File: config.mk
export PLATFORM = sky130hd
export DESIGN_NAME = link_to_cache_top
export DESIGN_NICKNAME = d
export VERILOG_FILES = /design/src/hdl/l2c_pkg.sv /design/src/hdl/l2c_req_if.sv /design/src/hdl/l2c_request_endpoint.sv /design/src/hdl/l2c_fifo.sv /design/src/hdl/l2c_cache_adapter.sv /design/src/hdl/link_to_cache_top.sv
export VERILOG_INCLUDE_DIRS = /design/src /design/src/hdl
export SDC_FILE = /design/constraint.sdc
export NUM_CORES = 1
export LEC_CHECK = 0
export ABC_AREA = 1
export BUFFER_PORTS_ARGS = -buffer_cell sky130_fd_sc_hd__clkbuf_2
export CAP_MARGIN = 5
export CORE_MARGIN = 10
export CORE_UTILIZATION = 33
export CTS_CLUSTER_SIZE = 20
export DETAILED_ROUTE_END_ITERATION = 12
export PLACE_DENSITY_LB_ADDON = 0.08
export SLEW_MARGIN = 40
export SYNTH_ARGS = -nofsm -noshare
export SYNTH_HDL_FRONTEND = slang
export SYNTH_SLANG_ARGS = --single-unit
File: constraint.sdc
create_clock -name clk_i -period 9.7 [get_ports clk_i]
set_clock_uncertainty 0.1 [all_clocks]
set_input_delay 0.485 -clock clk_i [delete_from_list [all_inputs] [get_ports clk_i]]
set_output_delay 0.485 -clock clk_i [all_outputs]
set_load 0.02 [all_outputs]
File: src/hdl/l2c_defs.svh
// all widths and the cache geometry are fixed at compile time and sets and ways must be powers of two
`ifndef L2C_DEFS_SVH
`define L2C_DEFS_SVH

// link side
`define L2C_ADDR_W 12
`define L2C_DATA_W 32
`define L2C_MASK_W 4
`define L2C_CORD_W 4
`define L2C_REG_ID_W 5

// cache geometry
`define L2C_SETS 8
`define L2C_WAYS 2
`define L2C_BLOCK_WORDS 4
`define L2C_CACHE_ADDR_W 13

// derived from the above
`define L2C_BYTE_OFF_W $clog2(`L2C_MASK_W)
`define L2C_BLOCK_OFF_W ($clog2(`L2C_BLOCK_WORDS) + `L2C_BYTE_OFF_W)
`define L2C_TAG_IDX_W ($clog2(`L2C_SETS) + $clog2(`L2C_WAYS))
`define L2C_TAG_CNT (`L2C_SETS * `L2C_WAYS)

`endif

File: src/hdl/l2c_pkg.sv
// packet and opcode types of the bridge, with every width taken from the defs header
`default_nettype none

`include "l2c_defs.svh"

package l2c_pkg;

  typedef enum logic [1:0] {
    e_op_store,
    e_op_load,
    e_op_amo
  } req_op_e;

  typedef enum logic {
    e_amo_swap,
    e_amo_or
  } amo_e;

  typedef struct packed {
    logic float_wb;
    logic icache_fetch;
    logic is_byte_op;
    logic is_hex_op;
    logic is_unsigned_op;
    logic [`L2C_BYTE_OFF_W-1:0] part_sel;
  } load_info_s;

  typedef enum logic [3:0] {
    TAGST,
    TAGLA,
    SM,
    LW,
    LH,
    LHU,
    LB,
    LBU,
    AMOSWAP_W,
    AMOOR_W
  } cache_op_e;

  typedef enum logic [1:0] {
    e_ret_credit,
    e_ret_int_wb,
    e_ret_float_wb,
    e_ret_ifetch
  } ret_type_e;

  typedef struct packed {
    req_op_e op;
    amo_e amo;
    logic [`L2C_MASK_W-1:0] mask;
    logic [`L2C_ADDR_W-1:0] addr;
    logic [`L2C_DATA_W-1:0] payload;
    load_info_s load_info;
    logic [`L2C_REG_ID_W-1:0] reg_id;
    logic [`L2C_CORD_W-1:0] src_x;
    logic [`L2C_CORD_W-1:0] src_y;
  } req_pkt_s;

  // byte address, so two bits wider than the link word address minus its tag bit
  typedef struct packed {
    cache_op_e opcode;
    logic [`L2C_CACHE_ADDR_W-1:0] addr;
    logic [`L2C_DATA_W-1:0] data;
    logic [`L2C_MASK_W-1:0] mask;
  } cache_pkt_s;

  typedef struct packed {
    ret_type_e ret_type;
    logic [`L2C_DATA_W-1:0] data;
    logic [`L2C_REG_ID_W-1:0] reg_id;
    logic [`L2C_CORD_W-1:0] x;
    logic [`L2C_CORD_W-1:0] y;
  } ret_pkt_s;

endpackage

`default_nettype wire

File: src/hdl/l2c_req_if.sv
// one valid/ready stream where valid and data must hold steady until ready is seen
`timescale 1ns/100ps
`default_nettype none

interface l2c_req_if #(
  parameter type payload_t = logic
) ();

  logic valid;
  logic ready;
  payload_t data;

  // producer side
  modport source (
    output valid,
    output data,
    input ready
  );

  // consumer side
  modport sink (
    input valid,
    input data,
    output ready
  );

endinterface

`default_nettype wire

File: src/hdl/l2c_request_endpoint.sv
// one-entry input register with no skid slot, so req_ready_o follows the downstream ready
`timescale 1ns/100ps
`default_nettype none

`include "l2c_defs.svh"

module l2c_request_endpoint (
  input  logic                     clk_i,
  input  logic                     reset_i,
  input  logic                     req_v_i,
  input  l2c_pkg::req_op_e         req_op_i,
  input  l2c_pkg::amo_e            req_amo_i,
  input  logic [`L2C_MASK_W-1:0]   req_mask_i,
  input  logic [`L2C_ADDR_W-1:0]   req_addr_i,
  input  logic [`L2C_DATA_W-1:0]   req_data_i,
  input  l2c_pkg::load_info_s      req_load_info_i,
  input  logic [`L2C_REG_ID_W-1:0] req_reg_id_i,
  input  logic [`L2C_CORD_W-1:0]   req_src_x_i,
  input  logic [`L2C_CORD_W-1:0]   req_src_y_i,
  output logic                     req_ready_o,
  l2c_req_if.source                out_o
);

  logic valid_r;
  l2c_pkg::req_pkt_s pkt_r;
  logic accept;

  // room when empty or when the held request leaves this cycle
  assign req_ready_o = ~valid_r | out_o.ready;
  assign accept = req_v_i & req_ready_o;

  always_ff @(posedge clk_i) begin
    if (reset_i) begin
      valid_r <= 1'b0;
    end else if (accept) begin
      valid_r <= 1'b1;
    end else if (out_o.ready) begin
      valid_r <= 1'b0;
    end
  end

  always_ff @(posedge clk_i) begin
    if (accept) begin
      pkt_r <= '{
        op:        req_op_i,
        amo:       req_amo_i,
        mask:      req_mask_i,
        addr:      req_addr_i,
        payload:   req_data_i,
        load_info: req_load_info_i,
        reg_id:    req_reg_id_i,
        src_x:     req_src_x_i,
        src_y:     req_src_y_i
      };
    end
  end

  assign out_o.valid = valid_r;
  assign out_o.data = pkt_r;

endmodule

`default_nettype wire

File: src/hdl/l2c_fifo.sv
// two-entry FIFO with no bypass, so data spends at least one cycle inside
`timescale 1ns/100ps
`default_nettype none

module l2c_fifo #(
  parameter type payload_t = logic
) (
  input logic       clk_i,
  input logic       reset_i,
  l2c_req_if.sink   in_i,
  l2c_req_if.source out_o
);

  payload_t mem [2];
  logic wr_ptr_r;
  logic rd_ptr_r;
  logic [1:0] count_r;
  logic push;
  logic pop;

  assign in_i.ready = (count_r != 2'd2);
  assign out_o.valid = (count_r != 2'd0);
  assign out_o.data = mem[rd_ptr_r];

  assign push = in_i.valid & in_i.ready;
  assign pop = out_o.valid & out_o.ready;

  always_ff @(posedge clk_i) begin
    if (push) begin
      mem[wr_ptr_r] <= in_i.data;
    end
  end

  always_ff @(posedge clk_i) begin
    if (reset_i) begin
      wr_ptr_r <= 1'b0;
      rd_ptr_r <= 1'b0;
      count_r  <= 2'd0;
    end else begin
      if (push) begin
        wr_ptr_r <= ~wr_ptr_r;
      end
      if (pop) begin
        rd_ptr_r <= ~rd_ptr_r;
      end
      // push and pop together leave the count alone
      case ({push, pop})
        2'b10:   count_r <= count_r + 2'd1;
        2'b01:   count_r <= count_r - 2'd1;
        default: count_r <= count_r;
      endcase
    end
  end

endmodule

`default_nettype wire

File: src/hdl/l2c_cache_adapter.sv
// assumes an in-order two-stage cache that answers every packet once, stores included
`timescale 1ns/100ps
`default_nettype none

`include "l2c_defs.svh"

module l2c_cache_adapter (
  input  logic                    clk_i,
  input  logic                    reset_i,
  l2c_req_if.sink                 req_i,
  output l2c_pkg::cache_pkt_s     cache_pkt_o,
  output logic                    cache_v_o,
  input  logic                    cache_ready_i,
  input  logic [`L2C_DATA_W-1:0]  cache_data_i,
  input  logic                    cache_v_i,
  output logic                    cache_yumi_o,
  input  logic                    cache_v_we_i,
  l2c_req_if.source               ret_o,
  output logic                    init_done_o
);

  localparam logic [`L2C_TAG_IDX_W:0] tag_cnt_lp = `L2C_TAG_CNT;
  localparam int tag_pad_lp = `L2C_CACHE_ADDR_W - `L2C_TAG_IDX_W - `L2C_BLOCK_OFF_W;

  typedef enum logic [1:0] {
    e_reset,
    e_clear_tag,
    e_ready
  } state_e;

  // what the return packet needs while the cache works on the request
  typedef struct packed {
    l2c_pkg::ret_type_e ret_type;
    logic [`L2C_REG_ID_W-1:0] reg_id;
    logic [`L2C_CORD_W-1:0] x;
    logic [`L2C_CORD_W-1:0] y;
  } tracker_s;

  state_e state_r;
  state_e state_n;
  logic [`L2C_TAG_IDX_W:0] sent_r;
  logic [`L2C_TAG_IDX_W:0] sent_n;
  logic [`L2C_TAG_IDX_W:0] recv_r;
  logic [`L2C_TAG_IDX_W:0] recv_n;
  logic clear_sent;
  logic clear_recv;

  l2c_pkg::req_pkt_s head;
  l2c_pkg::load_info_s load_info;
  l2c_pkg::cache_op_e data_op;
  l2c_pkg::ret_type_e ret_type;
  logic is_tag_space;
  logic [`L2C_BYTE_OFF_W-1:0] byte_off;
  tracker_s tl_info_r;
  tracker_s tv_info_r;

  assign head = req_i.data;
  assign load_info = head.load_info;
  // top address bit selects tag memory for debug access
  assign is_tag_space = head.addr[`L2C_ADDR_W-1];
  assign byte_off = (head.op == l2c_pkg::e_op_load) ? load_info.part_sel : '0;

  assign clear_sent = (sent_r == tag_cnt_lp);
  assign clear_recv = (recv_r == tag_cnt_lp);
  assign init_done_o = (state_r == e_ready);

  // data-space opcode
  always_comb begin
    if (head.op == l2c_pkg::e_op_store) begin
      data_op = l2c_pkg::SM;
    end else if (head.op == l2c_pkg::e_op_amo) begin
      if (head.amo == l2c_pkg::e_amo_or) begin
        data_op = l2c_pkg::AMOOR_W;
      end else begin
        data_op = l2c_pkg::AMOSWAP_W;
      end
    end else if (load_info.is_byte_op) begin
      if (load_info.is_unsigned_op) begin
        data_op = l2c_pkg::LBU;
      end else begin
        data_op = l2c_pkg::LB;
      end
    end else if (load_info.is_hex_op) begin
      if (load_info.is_unsigned_op) begin
        data_op = l2c_pkg::LHU;
      end else begin
        data_op = l2c_pkg::LH;
      end
    end else begin
      data_op = l2c_pkg::LW;
    end
  end

  always_comb begin
    if (head.op == l2c_pkg::e_op_store) begin
      ret_type = l2c_pkg::e_ret_credit;
    end else if (head.op == l2c_pkg::e_op_amo) begin
      ret_type = l2c_pkg::e_ret_int_wb;
    end else if (load_info.icache_fetch) begin
      ret_type = l2c_pkg::e_ret_ifetch;
    end else if (load_info.float_wb) begin
      ret_type = l2c_pkg::e_ret_float_wb;
    end else begin
      ret_type = l2c_pkg::e_ret_int_wb;
    end
  end

  always_comb begin
    state_n = state_r;
    sent_n = sent_r;
    recv_n = recv_r;
    cache_v_o = 1'b0;
    cache_yumi_o = 1'b0;
    req_i.ready = 1'b0;
    ret_o.valid = 1'b0;
    cache_pkt_o.opcode = l2c_pkg::TAGST;
    cache_pkt_o.addr = '0;
    cache_pkt_o.data = '0;
    cache_pkt_o.mask = '0;
    case (state_r)
      e_reset: begin
        state_n = e_clear_tag;
      end
      e_clear_tag: begin
        cache_v_o = ~clear_sent;
        // set/way index sits just above the block offset
        cache_pkt_o.addr = {
          {tag_pad_lp{1'b0}},
          sent_r[`L2C_TAG_IDX_W-1:0],
          {`L2C_BLOCK_OFF_W{1'b0}}
        };
        if (~clear_sent & cache_ready_i) begin
          sent_n = sent_r + 1'b1;
        end
        // tag clear answers are dropped here
        cache_yumi_o = cache_v_i;
        if (cache_v_i) begin
          recv_n = recv_r + 1'b1;
        end
        if (clear_sent & clear_recv) begin
          state_n = e_ready;
        end
      end
      e_ready: begin
        cache_v_o = req_i.valid;
        req_i.ready = cache_ready_i;
        if (!is_tag_space) begin
          cache_pkt_o.opcode = data_op;
        end else if (head.op == l2c_pkg::e_op_store) begin
          cache_pkt_o.opcode = l2c_pkg::TAGST;
        end else begin
          cache_pkt_o.opcode = l2c_pkg::TAGLA;
        end
        cache_pkt_o.addr = {head.addr[`L2C_ADDR_W-2:0], byte_off};
        cache_pkt_o.data = head.payload;
        cache_pkt_o.mask = head.mask;
        // hold the answer in the cache while the return FIFO is full
        ret_o.valid = cache_v_i;
        cache_yumi_o = cache_v_i & ret_o.ready;
      end
      default: begin
        state_n = e_reset;
      end
    endcase
  end

  always_ff @(posedge clk_i) begin
    if (reset_i) begin
      state_r <= e_reset;
      sent_r  <= '0;
      recv_r  <= '0;
    end else begin
      state_r <= state_n;
      sent_r  <= sent_n;
      recv_r  <= recv_n;
    end
  end

  // trackers follow the request through both cache stages
  always_ff @(posedge clk_i) begin
    if (req_i.valid & req_i.ready) begin
      tl_info_r <= '{ret_type: ret_type, reg_id: head.reg_id, x: head.src_x, y: head.src_y};
    end
    if (cache_v_we_i) begin
      tv_info_r <= tl_info_r;
    end
  end

  assign ret_o.data = '{
    ret_type: tv_info_r.ret_type,
    data:     cache_data_i,
    reg_id:   tv_info_r.reg_id,
    x:        tv_info_r.x,
    y:        tv_info_r.y
  };

endmodule

`default_nettype wire

File: src/hdl/link_to_cache_top.sv
// requests are refused until the tag clear after reset has been fully acknowledged
`timescale 1ns/100ps
`default_nettype none

`include "l2c_defs.svh"

module link_to_cache_top (
  input  logic                     clk_i,
  input  logic                     reset_i,
  input  logic                     req_v_i,
  input  l2c_pkg::req_op_e         req_op_i,
  input  l2c_pkg::amo_e            req_amo_i,
  input  logic [`L2C_MASK_W-1:0]   req_mask_i,
  input  logic [`L2C_ADDR_W-1:0]   req_addr_i,
  input  logic [`L2C_DATA_W-1:0]   req_data_i,
  input  l2c_pkg::load_info_s      req_load_info_i,
  input  logic [`L2C_REG_ID_W-1:0] req_reg_id_i,
  input  logic [`L2C_CORD_W-1:0]   req_src_x_i,
  input  logic [`L2C_CORD_W-1:0]   req_src_y_i,
  output logic                     req_ready_o,
  output l2c_pkg::cache_pkt_s      cache_pkt_o,
  output logic                     cache_v_o,
  input  logic                     cache_ready_i,
  input  logic [`L2C_DATA_W-1:0]   cache_data_i,
  input  logic                     cache_v_i,
  output logic                     cache_yumi_o,
  input  logic                     cache_v_we_i,
  output logic                     ret_v_o,
  input  logic                     ret_ready_i,
  output l2c_pkg::ret_type_e       ret_type_o,
  output logic [`L2C_DATA_W-1:0]   ret_data_o,
  output logic [`L2C_REG_ID_W-1:0] ret_reg_id_o,
  output logic [`L2C_CORD_W-1:0]   ret_x_o,
  output logic [`L2C_CORD_W-1:0]   ret_y_o
);

  logic init_done;
  logic ep_v_li;
  logic ep_ready_lo;

  l2c_req_if #(.payload_t(l2c_pkg::req_pkt_s)) ep_req_if ();
  l2c_req_if #(.payload_t(l2c_pkg::req_pkt_s)) fifo_req_if ();
  l2c_req_if #(.payload_t(l2c_pkg::ret_pkt_s)) adapter_ret_if ();
  l2c_req_if #(.payload_t(l2c_pkg::ret_pkt_s)) fifo_ret_if ();

  // no network traffic before the tag clear ends
  assign ep_v_li = req_v_i & init_done;
  assign req_ready_o = ep_ready_lo & init_done;

  l2c_request_endpoint endpoint (
    .clk_i(clk_i), .reset_i(reset_i), .req_v_i(ep_v_li), .req_op_i(req_op_i),
    .req_amo_i(req_amo_i), .req_mask_i(req_mask_i), .req_addr_i(req_addr_i),
    .req_data_i(req_data_i), .req_load_info_i(req_load_info_i),
    .req_reg_id_i(req_reg_id_i), .req_src_x_i(req_src_x_i), .req_src_y_i(req_src_y_i),
    .req_ready_o(ep_ready_lo), .out_o(ep_req_if.source)
  );

  l2c_fifo #(.payload_t(l2c_pkg::req_pkt_s)) req_fifo (
    .clk_i(clk_i), .reset_i(reset_i), .in_i(ep_req_if.sink), .out_o(fifo_req_if.source)
  );

  l2c_cache_adapter adapter (
    .clk_i(clk_i), .reset_i(reset_i), .req_i(fifo_req_if.sink),
    .cache_pkt_o(cache_pkt_o), .cache_v_o(cache_v_o), .cache_ready_i(cache_ready_i),
    .cache_data_i(cache_data_i), .cache_v_i(cache_v_i), .cache_yumi_o(cache_yumi_o),
    .cache_v_we_i(cache_v_we_i), .ret_o(adapter_ret_if.source), .init_done_o(init_done)
  );

  l2c_fifo #(.payload_t(l2c_pkg::ret_pkt_s)) ret_fifo (
    .clk_i(clk_i), .reset_i(reset_i), .in_i(adapter_ret_if.sink), .out_o(fifo_ret_if.source)
  );

  assign fifo_ret_if.ready = ret_ready_i;
  assign ret_v_o = fifo_ret_if.valid;
  assign ret_type_o = fifo_ret_if.data.ret_type;
  assign ret_data_o = fifo_ret_if.data.data;
  assign ret_reg_id_o = fifo_ret_if.data.reg_id;
  assign ret_x_o = fifo_ret_if.data.x;
  assign ret_y_o = fifo_ret_if.data.y;

endmodule

`default_nettype wire

==> run summary <==
- 33.5% — Initial Utilization
- 623 uW — net switching power figure
- 32.3% — fraction of the cycle the final worst path needs
- 18.8% — Switching Share
- 0 — Post-CTS Repair Setup Buffers
- 3,607 — fill cell instance count of the final layout
- 0 — final setup violation count
- 219 um — Die Span X
- 17,300 um — estimated wirelength of the detail-placed design
- inv_1, ha_4, nand2_1, nor4_1, clkbuf_2 — cell breakdown of the critical path
- 2690 uW — Internal
- false — unrepaired setup endpoints after global routing
- 320 MHz — timing-limited maximum frequency
- output port — critical path endpoint category
- 360 — flip-flop and latch count after synthesis
- 51.0% — Seq pwr share
- 360 — clk sinks
- 47.8% — relative slew slack
- flop — critical path launch point type
- done — clock tree from TritonCTS
- sky130_fd_sc_hd__clkbuf_16 — clk root buf
- sky130_fd_sc_hd__edfxtp_1 — most frequent cell after synthesis
- 27,800 um — total wirelength of the detailed-routed design
- 72 — largest net degree at the start of global routing
- 0 — Max-Cap Viols
- 46 — critical path peak fanout
- 13,100 um2 — cell area after technology mapping
- 2 — number of H-tree levels
- 16.0 um2 — synthesized area divided by synthesized cell count
- 42,100 um — first-pass GRT wire length
- 0 — Final Hold Violating Endpoints
- 1,218 — total number of nets in the final design
- 0.50 ns — Slowest Stage Delay on Critical Path
- 818 — post-synthesis cell count
- 337 — number of flops mapped to enable cells by yosys
- 219 um — Die Ht
- 42.5% — fin util
- 0.06 ns — CTS clk-pin slew, worst paths
- 11.4% — all-layer global routing usage
- 3.13 ns — shortest clock period the worst path allows after layout
- 38,900 um2 — area of the core
- 0.784 ns — slew at the pin closest to its max-slew limit
- 0 — remaining antenna violation count after routing
- in -> reg — path type of the worst min-delay path
- 47.2% — part of the total power dissipated in the clock network
- sky130_fd_sc_hd__edfxtp_1 78%, sky130_fd_sc_hd__mux2_2 4.1%, sky130_fd_sc_hd__dfxtp_1 3.5% — ranking of synthesized cells by area
- 47,900 um2 — full die area
- 0 ns — Setup TNS
- 35 — count of unique library cells instantiated by Yosys
- 0 — number of pins with negative max-slew slack in the final report
- 72 — count of standard-cell rows
- 1.8% — combinational cell fraction of total power
- 937 — Post-Syn Nets
- 3 — largest buffer count on any clock path
- 16.8 um — detailed-route wire length per cell
- 0.00613 uW — leakage power summed over all cells
- 0.0000983 V — peak supply drop
- 4.32 — number of vias per cell
- 4 — Detailed Routing Iterations Pass 1
- 77.5% — share of Yosys cell area claimed by the top area cell type
- 214 — Top Ports
- 81.1% — sequential share of the synthesized area
- 0 — total overflow reported by the global router
- 7,113 — total number of vias
- 7,386 — number of global-route vias before repair
- 0 — number of remaining DRC errors
- 213 — quantity of I/O buffers inserted on ports
- 0 — number of antenna violations at the first check in global routing
- sky130_fd_sc_hd__edfxtp_1 — dominant cell type by area after synthesis
- reg -> out — Worst Setup Path Type
- simple AND/OR/NAND/NOR gates — kind of cell adding the most delay to the critical path
- 200 nW/um2 — Cell Pwr Density
- sky130_fd_sc_hd__edfxtp_1 — Primary FF master, synth
- completed — outcome
- 355 — drt first-iter violations
- 26.8% — layout overhead on the synthesized area
- 0% — Async S/R FF share, synth
- 2.54 ns — Arrival @ worst endpoint
- 0.696 — routability congestion estimate
- 0 — number of synthesis warnings
- 0 — antenna diode count
- sky130_fd_sc_hd__ha_4 — Max stage delay cell, worst path
- 31.3% — share of layout cells above drive strength 1
- 337 x sky130_fd_sc_hd__edfxtp_1, 117 x sky130_fd_sc_hd__nor2_1, 99 x sky130_fd_sc_hd__nand2_1 — top cells by count, synth
- 40 — TritonCTS Buffers
- 2 — buffers plus inverters on the worst setup path
- 9.12 ns — data required time of the worst path
- 0.55 ns — clock insertion delay at the later pin of the skew report
- 3310 uW — Total Power
==> per-stage QoR <==
stage / area [um2] / std cells / hold slack [ns] / setup WS, ns
floorplan: 13100 / 818 / 0.300 / 5.58
global placement: 14700 / 1528 / 0.303 / 6.67
detailed placement: 14700 / 1530 / 0.305 / 7.07
CTS: 16500 / 1648 / 0.000367 / 6.47
global route: 16500 / 1648 / 0.00272 / 6.34
finish: 16500 / 1648 / 0.0295 / 6.57
==> final timing paths <==
kind	slack, ns	cells past startpoint	endpoint	startpoint
setup / recovery	6.57	5	cache_pkt_o[37]	adapter.state_r[0]$_SDFFE_PP0P_
hold reg to reg	0.32	0	adapter.ret_o.data[5]$_DFFE_PP_	adapter.tl_info_r[5]$_DFFE_PP_
setup reg to reg	7.17	5	ret_fifo.mem[0][15]$_DFFE_PP_	adapter.state_r[0]$_SDFFE_PP0P_
hold / removal	0.03	1	endpoint.out_o.data[70]$_DFFE_PP_	req_op_i[1]
==> area by class of cell <==
cell class	instances	area, um2	share of cell area [%]
sequential	360	10600	63.9
multi-input combinational	391	2170	13.1
timing repair buffer	267	1620	9.81
clock buffer	46	1020	6.18
tap	518	648	3.92
clock inverter	27	348	2.10
inverter	39	153	0.922
==> state kept, by name, indices dropped and copies added, names as in the netlist, named ones only <==
register / cells
endpoint.out_o.data: 71
req_fifo.rd_ptr_r: 1
endpoint.out_o.valid: 1
ret_fifo.count_r: 2
ret_fifo.mem: 94
adapter.ret_o.data: 15
req_fifo.count_r: 2
ret_fifo.wr_ptr_r: 1
adapter.state_r: 2
ret_fifo.rd_ptr_r: 1
req_fifo.wr_ptr_r: 1
req_fifo.mem: 142
adapter.recv_r: 5
adapter.tl_info_r: 15
adapter.sent_r: 5
==> placed cells by master, fill, tap and decap left out, types with 3 or more instances in the layout <==
master	instances
sky130_fd_sc_hd__edfxtp_1	337
sky130_fd_sc_hd__clkbuf_2	213
sky130_fd_sc_hd__nor2_1	113
sky130_fd_sc_hd__nand2_1	99
sky130_fd_sc_hd__o21ai_0	48
sky130_fd_sc_hd__mux2_2	47
sky130_fd_sc_hd__dlygate4sd3_1	45
sky130_fd_sc_hd__clkbuf_16	40
sky130_fd_sc_hd__inv_1	33
sky130_fd_sc_hd__a21oi_1	27
sky130_fd_sc_hd__dfxtp_1	21
sky130_fd_sc_hd__nand3_1	9
sky130_fd_sc_hd__clkinv_1	9
sky130_fd_sc_hd__ha_1	8
sky130_fd_sc_hd__bufinv_16	8
sky130_fd_sc_hd__clkinv_2	6
sky130_fd_sc_hd__nand2_2	6
sky130_fd_sc_hd__nor3_1	6
sky130_fd_sc_hd__clkbuf_1	6
sky130_fd_sc_hd__nor2_4	5
sky130_fd_sc_hd__buf_4	5
sky130_fd_sc_hd__inv_2	4
sky130_fd_sc_hd__o21ai_1	4
sky130_fd_sc_hd__xnor2_1	3
==> power groups by stage <==
| stage | clock network (uW) | logic [uW] | registers, uW |
|---|---|---|---|
| global route | 1680 | 67.2 | 1690 |
| global placement | 0 | 46.7 | 1720 |
| CTS | 1610 | 62.0 | 1690 |
| floorplan | 0 | 14.6 | 1720 |
| finish | 1570 | 60.3 | 1690 |
| detailed placement | 0 | 47.2 | 1720 |
==> cell families (layout without fill, tap and decap cells) <==
logic type | Yosys count | in the layout | synth area share (%)
DFF | 360 | 360 | 81.1
and+or+nand+nor | 245 | 245 | 7.66
xor gates and xnor gates | 4 | 4 | 0.268
buffers and inverters | 67 | 379 | 2.64
adders and majority gates | 9 | 9 | 0.863
AOI/OAI and AO/OA | 85 | 85 | 3.38
muxes | 48 | 48 | 4.13
==> worst register-to-register path, stage by stage, from the launching register on <==
cell and delay, ns:
sky130_fd_sc_hd__dfxtp_1 0.31, sky130_fd_sc_hd__inv_1 0.13, sky130_fd_sc_hd__ha_4 0.50, sky130_fd_sc_hd__nand3_1 0.38
sky130_fd_sc_hd__nor2_4 0.15, sky130_fd_sc_hd__buf_4 0.54
==> routing by layer <==
metal	part of all wire (%)	GRT usage [%]
met5	0	0
met4	2.2	4.21
met3	7.2	3.54
met2	45	17.9
met1	45	14.6
==> timing repair <==
item / CTS / global route
resized for setup: 0 / 0
hold buffers: 45 / 0
hold endpoints to repair: 53 / 0
No activity file was read; power rests on OpenSTA's default activity.
